<file path="config.mk">
export PLATFORM = sky130hd
export DESIGN_NAME = vid_regs_top
export DESIGN_NICKNAME = d
export VERILOG_FILES = /design/src/hdl/vid_reg_pkg.sv /design/src/hdl/vid_bus_pkg.sv /design/src/hdl/vid_reg_bank.sv /design/src/hdl/vid_scan_counter.sv /design/src/hdl/vid_host_port.sv /design/src/hdl/vid_regs_top.sv
export VERILOG_INCLUDE_DIRS = /design/src /design/src/hdl
export SDC_FILE = /design/constraint.sdc
export NUM_CORES = 1
export LEC_CHECK = 0
export BUFFER_PORTS_ARGS = -buffer_cell sky130_fd_sc_hd__buf_2
export CAP_MARGIN = 20
export CELL_PAD_IN_SITES_DETAIL_PLACEMENT = 0
export CELL_PAD_IN_SITES_GLOBAL_PLACEMENT = 1
export CORE_ASPECT_RATIO = 0.6
export CORE_MARGIN = 2
export CORE_UTILIZATION = 30
export CTS_BUF_LIST = sky130_fd_sc_hd__clkbuf_8 sky130_fd_sc_hd__clkbuf_16
export DETAILED_ROUTE_END_ITERATION = 16
export GPL_TIMING_DRIVEN = 0
export PLACE_DENSITY = 0.76
export RECOVER_POWER = 25
export SLEW_MARGIN = 20
export SYNTH_ARGS = -nofsm -noshare
export SYNTH_HDL_FRONTEND = slang
export SYNTH_SLANG_ARGS = --single-unit
</file>
<file path="constraint.sdc">
create_clock -name clk -period 5.4 [get_ports clk]
set_clock_uncertainty 0.05 [all_clocks]
set_input_delay 0.54 -clock clk [delete_from_list [all_inputs] [get_ports clk]]
set_output_delay 0.54 -clock clk [all_outputs]
set_load 0.02 [all_outputs]
</file>
<file path="src/hdl/vid_defines.svh">
`ifndef VID_DEFINES_SVH
`define VID_DEFINES_SVH

// Host bus and register widths
`define VID_DATA_W            16
`define VID_ADDR_W            8
`define VID_OFFS_W            4
`define VID_NUM_REGS          16

// Address decode
`define VID_BANK_SEL_BIT      7     // 0 generic, 1 tile
`define VID_UNMAP_HI          6     // Bits 6:4 must be zero
`define VID_UNMAP_LO          4

// Generic bank, read-only words
`define VID_ID                0
`define VID_OUTPUT_STATUS     1
`define VID_SCAN_X            2
`define VID_SCAN_Y            3
// Generic bank, read/write words
`define VID_SYS_CTRL          4
`define VID_MEM_BANK          5
`define VID_OUTPUT_CTRL       6
`define VID_MODE_CTRL         7
`define VID_SPRITE_Z          8
`define VID_SCROLL_X          9
`define VID_SCROLL_Y          10

// Tile bank, all read/write
`define VID_TILE_CTRL0        0
`define VID_TILE_DATA_OFFSET  1
`define VID_TILE_NOP_VALUE    2
`define VID_TILE_COLOR_KEY    3
`define VID_TILE_OFFSET_X     4
`define VID_TILE_OFFSET_Y     5

`define VID_ID_VALUE          16'hA51C
`define VID_RUN_BIT           0     // In SYS_CTRL
`define VID_STAT_VBLANK       0
`define VID_STAT_HBLANK       1

// Register map selector for the bank
`define VID_MAP_GENERIC       0
`define VID_MAP_TILE          1

// Scan geometry in clk ticks and lines
`define VID_H_TOTAL           40
`define VID_H_ACTIVE          32
`define VID_V_TOTAL           25
`define VID_V_ACTIVE          20

`endif

</file>
<file path="src/hdl/vid_reg_pkg.sv">
`default_nettype none

`include "vid_defines.svh"

package vid_reg_pkg;

  // Byte view used for byte-enabled writes
  typedef struct packed {
    logic [`VID_DATA_W/2-1:0] hi;   // be[1]
    logic [`VID_DATA_W/2-1:0] lo;   // be[0]
  } reg_bytes_t;

  // One register word, seen whole or as two bytes
  typedef union packed {
    logic [`VID_DATA_W-1:0] raw;
    reg_bytes_t             bytes;
  } reg_word_u;

  // Read-only sources from the scan logic
  typedef struct packed {
    logic [`VID_DATA_W-1:0] status;   // Bit 0 vblank, bit 1 hblank
    logic [`VID_DATA_W-1:0] scan_x;
    logic [`VID_DATA_W-1:0] scan_y;
  } vid_ro_t;

  // Full contents of one bank, indexed by offset
  typedef reg_word_u [`VID_NUM_REGS-1:0] vid_reg_file_t;

endpackage

`default_nettype wire

</file>
<file path="src/hdl/vid_bus_pkg.sv">
`default_nettype none

`include "vid_defines.svh"

package vid_bus_pkg;

  // Host access, sampled on clk when en is high
  typedef struct packed {
    logic                   en;
    logic                   rd;
    logic                   wr;
    logic [1:0]             be;
    logic [`VID_ADDR_W-1:0] addr;
    logic [`VID_DATA_W-1:0] wdata;
  } vid_host_req_t;

  typedef struct packed {
    logic                   rd_valid;   // One cycle after the read
    logic [`VID_DATA_W-1:0] rdata;
  } vid_host_rsp_t;

  // Per-bank access after decode
  typedef struct packed {
    logic                   wr_en;
    logic [1:0]             be;
    logic [`VID_OFFS_W-1:0] offset;
    logic [`VID_DATA_W-1:0] wdata;
  } vid_bank_acc_t;

endpackage

`default_nettype wire

</file>
<file path="src/hdl/vid_reg_bank.sv">
`timescale 1ns/100ps
`default_nettype none

`include "vid_defines.svh"

module vid_reg_bank
  import vid_reg_pkg::*;
  import vid_bus_pkg::*;
#(
  parameter int MAP = `VID_MAP_GENERIC
)
(
  input  wire           clk,
  input  wire           arst_n,
  input  vid_bank_acc_t acc,
  input  vid_ro_t       ro_values,
  output reg_word_u     rd_word,
  output vid_reg_file_t regs
);

  localparam logic [1:0] KIND_ZERO = 2'd0;
  localparam logic [1:0] KIND_RW   = 2'd1;
  localparam logic [1:0] KIND_RO   = 2'd2;

  // Register map: kind of each offset for this bank
  function automatic logic [1:0] reg_kind(input int unsigned offs);
    logic [1:0] kind;
    kind = KIND_ZERO;
    if (MAP == `VID_MAP_GENERIC)
    begin
      case (offs)
        `VID_ID,
        `VID_OUTPUT_STATUS,
        `VID_SCAN_X,
        `VID_SCAN_Y:        kind = KIND_RO;
        `VID_SYS_CTRL,
        `VID_MEM_BANK,
        `VID_OUTPUT_CTRL,
        `VID_MODE_CTRL,
        `VID_SPRITE_Z,
        `VID_SCROLL_X,
        `VID_SCROLL_Y:      kind = KIND_RW;
        default:            kind = KIND_ZERO;
      endcase
    end
    else
    begin
      case (offs)
        `VID_TILE_CTRL0,
        `VID_TILE_DATA_OFFSET,
        `VID_TILE_NOP_VALUE,
        `VID_TILE_COLOR_KEY,
        `VID_TILE_OFFSET_X,
        `VID_TILE_OFFSET_Y: kind = KIND_RW;
        default:            kind = KIND_ZERO;
      endcase
    end
    return kind;
  endfunction

  reg_word_u wr_word;   // Incoming data, byte view for the merge

  assign wr_word.raw = acc.wdata;

  for (genvar i = 0; i < `VID_NUM_REGS; i++)
  begin : g_word
    localparam logic [`VID_OFFS_W-1:0] OFFS = i;
    localparam logic [1:0]             KIND = reg_kind(i);

    if (KIND == KIND_RW)
    begin : g_rw
      reg_word_u q;
      logic      hit;

      assign hit = acc.wr_en && (acc.offset == OFFS);

      always_ff @(posedge clk or negedge arst_n)
      begin
        if (!arst_n)
        begin
          q <= '0;
        end
        else if (hit)
        begin
          if (acc.be[0])
            q.bytes.lo <= wr_word.bytes.lo;
          if (acc.be[1])
            q.bytes.hi <= wr_word.bytes.hi;
        end
      end

      assign regs[i] = q;
    end
    else if (KIND == KIND_RO)
    begin : g_ro
      // Only the generic map has read-only words
      case (i)
        `VID_ID:            assign regs[i].raw = `VID_ID_VALUE;
        `VID_OUTPUT_STATUS: assign regs[i].raw = ro_values.status;
        `VID_SCAN_X:        assign regs[i].raw = ro_values.scan_x;
        `VID_SCAN_Y:        assign regs[i].raw = ro_values.scan_y;
        default:            assign regs[i].raw = '0;
      endcase
    end
    else
    begin : g_zero
      assign regs[i].raw = '0;   // Unused offset
    end
  end

  // Combinational read, registered in the host port
  assign rd_word = regs[acc.offset];

endmodule

`default_nettype wire

</file>
<file path="src/hdl/vid_scan_counter.sv">
`timescale 1ns/100ps
`default_nettype none

`include "vid_defines.svh"

module vid_scan_counter
  import vid_reg_pkg::*;
(
  input  wire           clk,
  input  wire           arst_n,
  input  vid_reg_file_t gen_regs,
  output vid_ro_t       ro_values
);

  localparam int X_W = $clog2(`VID_H_TOTAL);
  localparam int Y_W = $clog2(`VID_V_TOTAL);
  localparam int DW  = `VID_DATA_W;

  localparam logic [X_W-1:0] X_LAST = X_W'(`VID_H_TOTAL - 1);
  localparam logic [Y_W-1:0] Y_LAST = Y_W'(`VID_V_TOTAL - 1);

  logic [X_W-1:0] x_q;
  logic [Y_W-1:0] y_q;
  logic           run;
  logic           hblank;
  logic           vblank;

  assign run = gen_regs[`VID_SYS_CTRL].raw[`VID_RUN_BIT];

  always_ff @(posedge clk or negedge arst_n)
  begin
    if (!arst_n)
    begin
      x_q <= '0;
      y_q <= '0;
    end
    else if (run)
    begin
      if (x_q == X_LAST)
      begin
        x_q <= '0;
        y_q <= (y_q == Y_LAST) ? '0 : y_q + 1'b1;   // Next line or frame wrap
      end
      else
      begin
        x_q <= x_q + 1'b1;
      end
    end
  end

  // Blanking past the active area
  assign hblank = (x_q >= `VID_H_ACTIVE);
  assign vblank = (y_q >= `VID_V_ACTIVE);

  assign ro_values.status = {{(DW - 2){1'b0}}, hblank, vblank};
  assign ro_values.scan_x = DW'(x_q);
  assign ro_values.scan_y = DW'(y_q);

endmodule

`default_nettype wire

</file>
<file path="src/hdl/vid_host_port.sv">
`timescale 1ns/100ps
`default_nettype none

`include "vid_defines.svh"

module vid_host_port
  import vid_reg_pkg::*;
  import vid_bus_pkg::*;
(
  input  wire           clk,
  input  wire           arst_n,
  input  vid_host_req_t host_req,
  input  reg_word_u     gen_rd_word,
  input  reg_word_u     tile_rd_word,
  output vid_host_rsp_t host_rsp,
  output vid_bank_acc_t gen_acc,
  output vid_bank_acc_t tile_acc
);

  logic                   rd_acc;
  logic                   wr_acc;
  logic                   mapped;
  logic                   tile_sel;
  logic [`VID_DATA_W-1:0] rd_mux;
  logic                   rd_valid_q;
  logic [`VID_DATA_W-1:0] rdata_q;

  // Read wins when rd and wr are both set
  assign rd_acc = host_req.en && host_req.rd;
  assign wr_acc = host_req.en && host_req.wr && !host_req.rd;

  assign mapped   = (host_req.addr[`VID_UNMAP_HI:`VID_UNMAP_LO] == '0);
  assign tile_sel = host_req.addr[`VID_BANK_SEL_BIT];

  // Same offset and data to both banks
  assign gen_acc.wr_en  = wr_acc && mapped && !tile_sel;
  assign gen_acc.be     = host_req.be;
  assign gen_acc.offset = host_req.addr[`VID_OFFS_W-1:0];
  assign gen_acc.wdata  = host_req.wdata;

  assign tile_acc.wr_en  = wr_acc && mapped && tile_sel;
  assign tile_acc.be     = host_req.be;
  assign tile_acc.offset = host_req.addr[`VID_OFFS_W-1:0];
  assign tile_acc.wdata  = host_req.wdata;

  always_comb
  begin
    if (!mapped)
      rd_mux = '0;   // Unmapped reads return zero
    else if (tile_sel)
      rd_mux = tile_rd_word.raw;
    else
      rd_mux = gen_rd_word.raw;
  end

  always_ff @(posedge clk or negedge arst_n)
  begin
    if (!arst_n)
      rd_valid_q <= 1'b0;
    else
      rd_valid_q <= rd_acc;   // Single-cycle pulse per read
  end

  // Read data holds until the next read
  always_ff @(posedge clk)
  begin
    if (rd_acc)
      rdata_q <= rd_mux;
  end

  assign host_rsp.rd_valid = rd_valid_q;
  assign host_rsp.rdata    = rdata_q;

endmodule

`default_nettype wire

</file>
<file path="src/hdl/vid_regs_top.sv">
`timescale 1ns/100ps
`default_nettype none

`include "vid_defines.svh"

module vid_regs_top
  import vid_reg_pkg::*;
  import vid_bus_pkg::*;
(
  input  wire           clk,
  input  wire           arst_n,
  input  vid_host_req_t host_req,
  output vid_host_rsp_t host_rsp,
  output vid_reg_file_t gen_regs,
  output vid_reg_file_t tile_regs
);

  vid_bank_acc_t gen_acc;
  vid_bank_acc_t tile_acc;
  reg_word_u     gen_rd_word;
  reg_word_u     tile_rd_word;
  vid_ro_t       ro_values;   // Scan position and status

  vid_host_port i_vid_host_port (
    .clk          (clk),
    .arst_n       (arst_n),
    .host_req     (host_req),
    .gen_rd_word  (gen_rd_word),
    .tile_rd_word (tile_rd_word),
    .host_rsp     (host_rsp),
    .gen_acc      (gen_acc),
    .tile_acc     (tile_acc)
  );

  vid_reg_bank #(.MAP(`VID_MAP_GENERIC)) i_gen_bank (
    .clk       (clk),
    .arst_n    (arst_n),
    .acc       (gen_acc),
    .ro_values (ro_values),
    .rd_word   (gen_rd_word),
    .regs      (gen_regs)
  );

  // Tile map has no read-only words
  vid_reg_bank #(.MAP(`VID_MAP_TILE)) i_tile_bank (
    .clk       (clk),
    .arst_n    (arst_n),
    .acc       (tile_acc),
    .ro_values (ro_values),
    .rd_word   (tile_rd_word),
    .regs      (tile_regs)
  );

  vid_scan_counter i_vid_scan_counter (
    .clk       (clk),
    .arst_n    (arst_n),
    .gen_regs  (gen_regs),
    .ro_values (ro_values)
  );

endmodule

`default_nettype wire

</file>
==> results.toml <==
[layout]
finish.utilization_pct = 39.92
fin_nets = 1703
instances_no_fill = 2269
drive_gt1_share_pct = 52.02
syn_to_final_growth_pct = 30.32

[clocking]
cts_tree = "done"
cts_setup_buffers = 0
cts_buffers = 26
clock_latency_ns = 0.55
cts_num_sinks = 236
path_clk_slew_ns = 0.06
h-tree-depth = 1
ctsResizeCount = 0
cts-root-buf = "clkbuf_16"
clk_path_buf_depth = 3
hold_buffers = 1

[pwr]
vdd_drop_max_mv = 0.2013
finalPower_mw = 4.306
powerDensity_nw_per_um2 = 247.2
p_leak_nw = 9.640

[synthesis]
synth_top_area_share_pct = 41.19
yosys_warnings = 0
syn_area_per_cell_sq_um = 12.36
synth-seq-cells = 236
synthTopCellsByArea = "dfrtp_1 41%, mux2_2 18%, buf_4 17%"
syn_area_sq_um = 13370
yosysUniqueCellTypes = 56
netlist_instances = 1081
ys_seq_area_share_pct = 44.79
synth_largest_area_cell = "dfrtp_1"
synth_edf_count = 16
synth_ff_type = "dfrtp_1"
synth_most_common_cell = "buf_4"
ys_top_cells_by_count = "301 x buf_4, 220 x dfrtp_1, 215 x mux2_2"
synthArstFlopShare_pct = 93.22

[timing]
setup_tns_ns = 0
fmax_mhz = 338.3
finalCriticalPeriod_ns = 2.956
worst_pin_slew_ns = 2.074
maxSlewViolCount = 77
holdWs_ns = 0.2122
relSlewSlack_pct = -38.24
grt_setup_unrepaired = "no"
setup-violations-final = 0
hold_viol = 0
period_share_pct = 54.74

[global_routing]
grt_pass1_wl_um = 68820
grt_max_degree = 91
antenna_found_initial = 6
grt_usage_pct = 20.29
grt_overflow = 0
grt_pass1_vias = 9510

[placement]
place_congestion = 0.8144
port_buffers = 267
post-dp-hpwl_um = 38080
dp_cells = 2218

[floorplan]
die_w_um = 276.5
fp.dieH_um = 167.5
start_util_pct = 30.63
die_area_sq_um = 46310
io_pins = 560
core_area_sq_um = 43630
num_rows = 59

[route]
ant_nets = 0
wl_um = 48570
drt-initial-drc-count = 576
first_pass_iters = 5
viasPerCell = 4.249
avgRoutedWirePerCell_um = 21.41
drc_errors = 0
vias = 9641

[setup_path]
criticalPathCategory = "primary input to asynchronous set/reset pin"
cp-end-kind = "asynchronous set/reset pin"
startpoint_type = "primary input"
crit_required_ns = 6.00
cp_max_fo = 90
crit_arrival_ns = 3.56

[worst_hold_path]
hold_class = "primary input to flop"

[run_status]
violations = "max-capacitance violations, max-slew violations"
status = "finished with violations"

[flow_run]
maxCapViolCount = 1
area by class of cell:
type                       instances  area, sq um
antenna                            4        10.01
buffer                           348         2585
clock buffer                      37        813.3
clock inverter                     9        66.31
fill                            4297        26210
inverter                           9        33.78
multi-input combinational        777         5844
sequential                       236         5986
tap                              579        724.4
timing repair buffer             270         1355
state kept, by name (all words and copies together), names as in the netlist:
signal and cells:
i_vid_scan_counter.y_q 5, i_gen_bank.g_word.g_rw.q 112, i_vid_host_port.rdata_q 16, i_vid_host_port.rd_valid_q 1, i_vid_scan_counter.x_q 6, i_tile_bank.g_word.g_rw.q 96
final timing paths:
kind	depth (start not counted)	startpoint	slack, ns	to
max	4	arst_n	2.44	i_tile_bank.g_word[4].g_rw.q[7]
min	2	host_req[11]	0.21	i_gen_bank.g_word[9].g_rw.q[11]
max reg2reg	6	i_vid_scan_counter.x_q[0]	3.22	i_vid_scan_counter.y_q[4]
min reg2reg	1	i_tile_bank.g_word[3].g_rw.q[2]	0.47	i_tile_bank.g_word[3].g_rw.q[2]
max in group clk	7	host_req[16]	2.98	i_gen_bank.g_word[7].g_rw.q[11]
min in group asynchronous	2	arst_n	0.43	i_gen_bank.g_word[5].g_rw.q[14]
per-layer routing:
metal / wire length, um / vias to the layer above / track usage, %
li1: - / 4393 / -
met1: 21940 / 4894 / 28.38
met2: 22490 / 290 / 31.78
met3: 2826 / 60 / 4.730
met4: 1174 / 4 / 4.443
met5: 132 / - / 1.846
stage by stage:
| stage | area, sq um | setup slack (ns) |
|---|---|---|
| after floorplan | 14450 | 3.185 |
| after global placement | 16510 | -0.2240 |
| after detailed placement | 16580 | 2.444 |
| after CTS | 17470 | 3.012 |
| after global routing | 17410 | 2.010 |
| final | 17420 | 2.444 |
layout by cell type (no fill, tap or decap), types with 5 or more instances in the layout:
cell | Yosys | routed
clkbuf_1 | 13 | 40
clkbuf_16 | 0 | 27
nand4_1 | 5 | 5
nor2_2 | 23 | 23
buf_2 | 12 | 251
mux4_2 | 32 | 32
o211ai_1 | 8 | 8
and2_1 | 9 | 9
a211oi_1 | 6 | 6
edfxtp_1 | 16 | 16
a21oi_1 | 24 | 24
inv_1 | 8 | 13
o21ai_0 | 31 | 31
dfrtp_1 | 220 | 220
nand3_1 | 5 | 5
mux2i_1 | 23 | 23
nand2_1 | 27 | 27
conb_1 | 2 | 291
nor2_1 | 9 | 9
and3b_1 | 8 | 8
buf_4 | 301 | 301
mux2_2 | 215 | 215
nor2b_1 | 5 | 5
a311oi_1 | 6 | 6
clkbuf_8 | 0 | 10
dlygate4sd3_1 | 16 | 17
logic make-up (layout without fill, tap and decap cells):
logic type / after synthesis / in the layout / synth area share, %
buffers and inverters: 357 / 673 / 19.59
multiplexers: 270 / 270 / 25.23
AO/OA/AOI/OAI: 99 / 99 / 4.812
AND/OR/NAND/NOR: 109 / 109 / 4.887
flip-flops: 236 / 236 / 44.79
adder cells (fa/ha/maj): 4 / 4 / 0.3745
XOR/XNOR: 4 / 4 / 0.2622
other: 2 / 295 / 0.05619
critical path, stage by stage:
cell and delay [ns]:
dlygate4sd3_1 0.56, buf_8 0.35, clkbuf_2 1.54, buf_16 0.41
power by group:
group          internal, mW  switching [mW]  leakage, nW
Clock                  1.08           0.757        0.453
Sequential             1.81          0.0161         3.20
Combinational         0.222           0.419         5.99
Power figures use the tool's default switching activity.
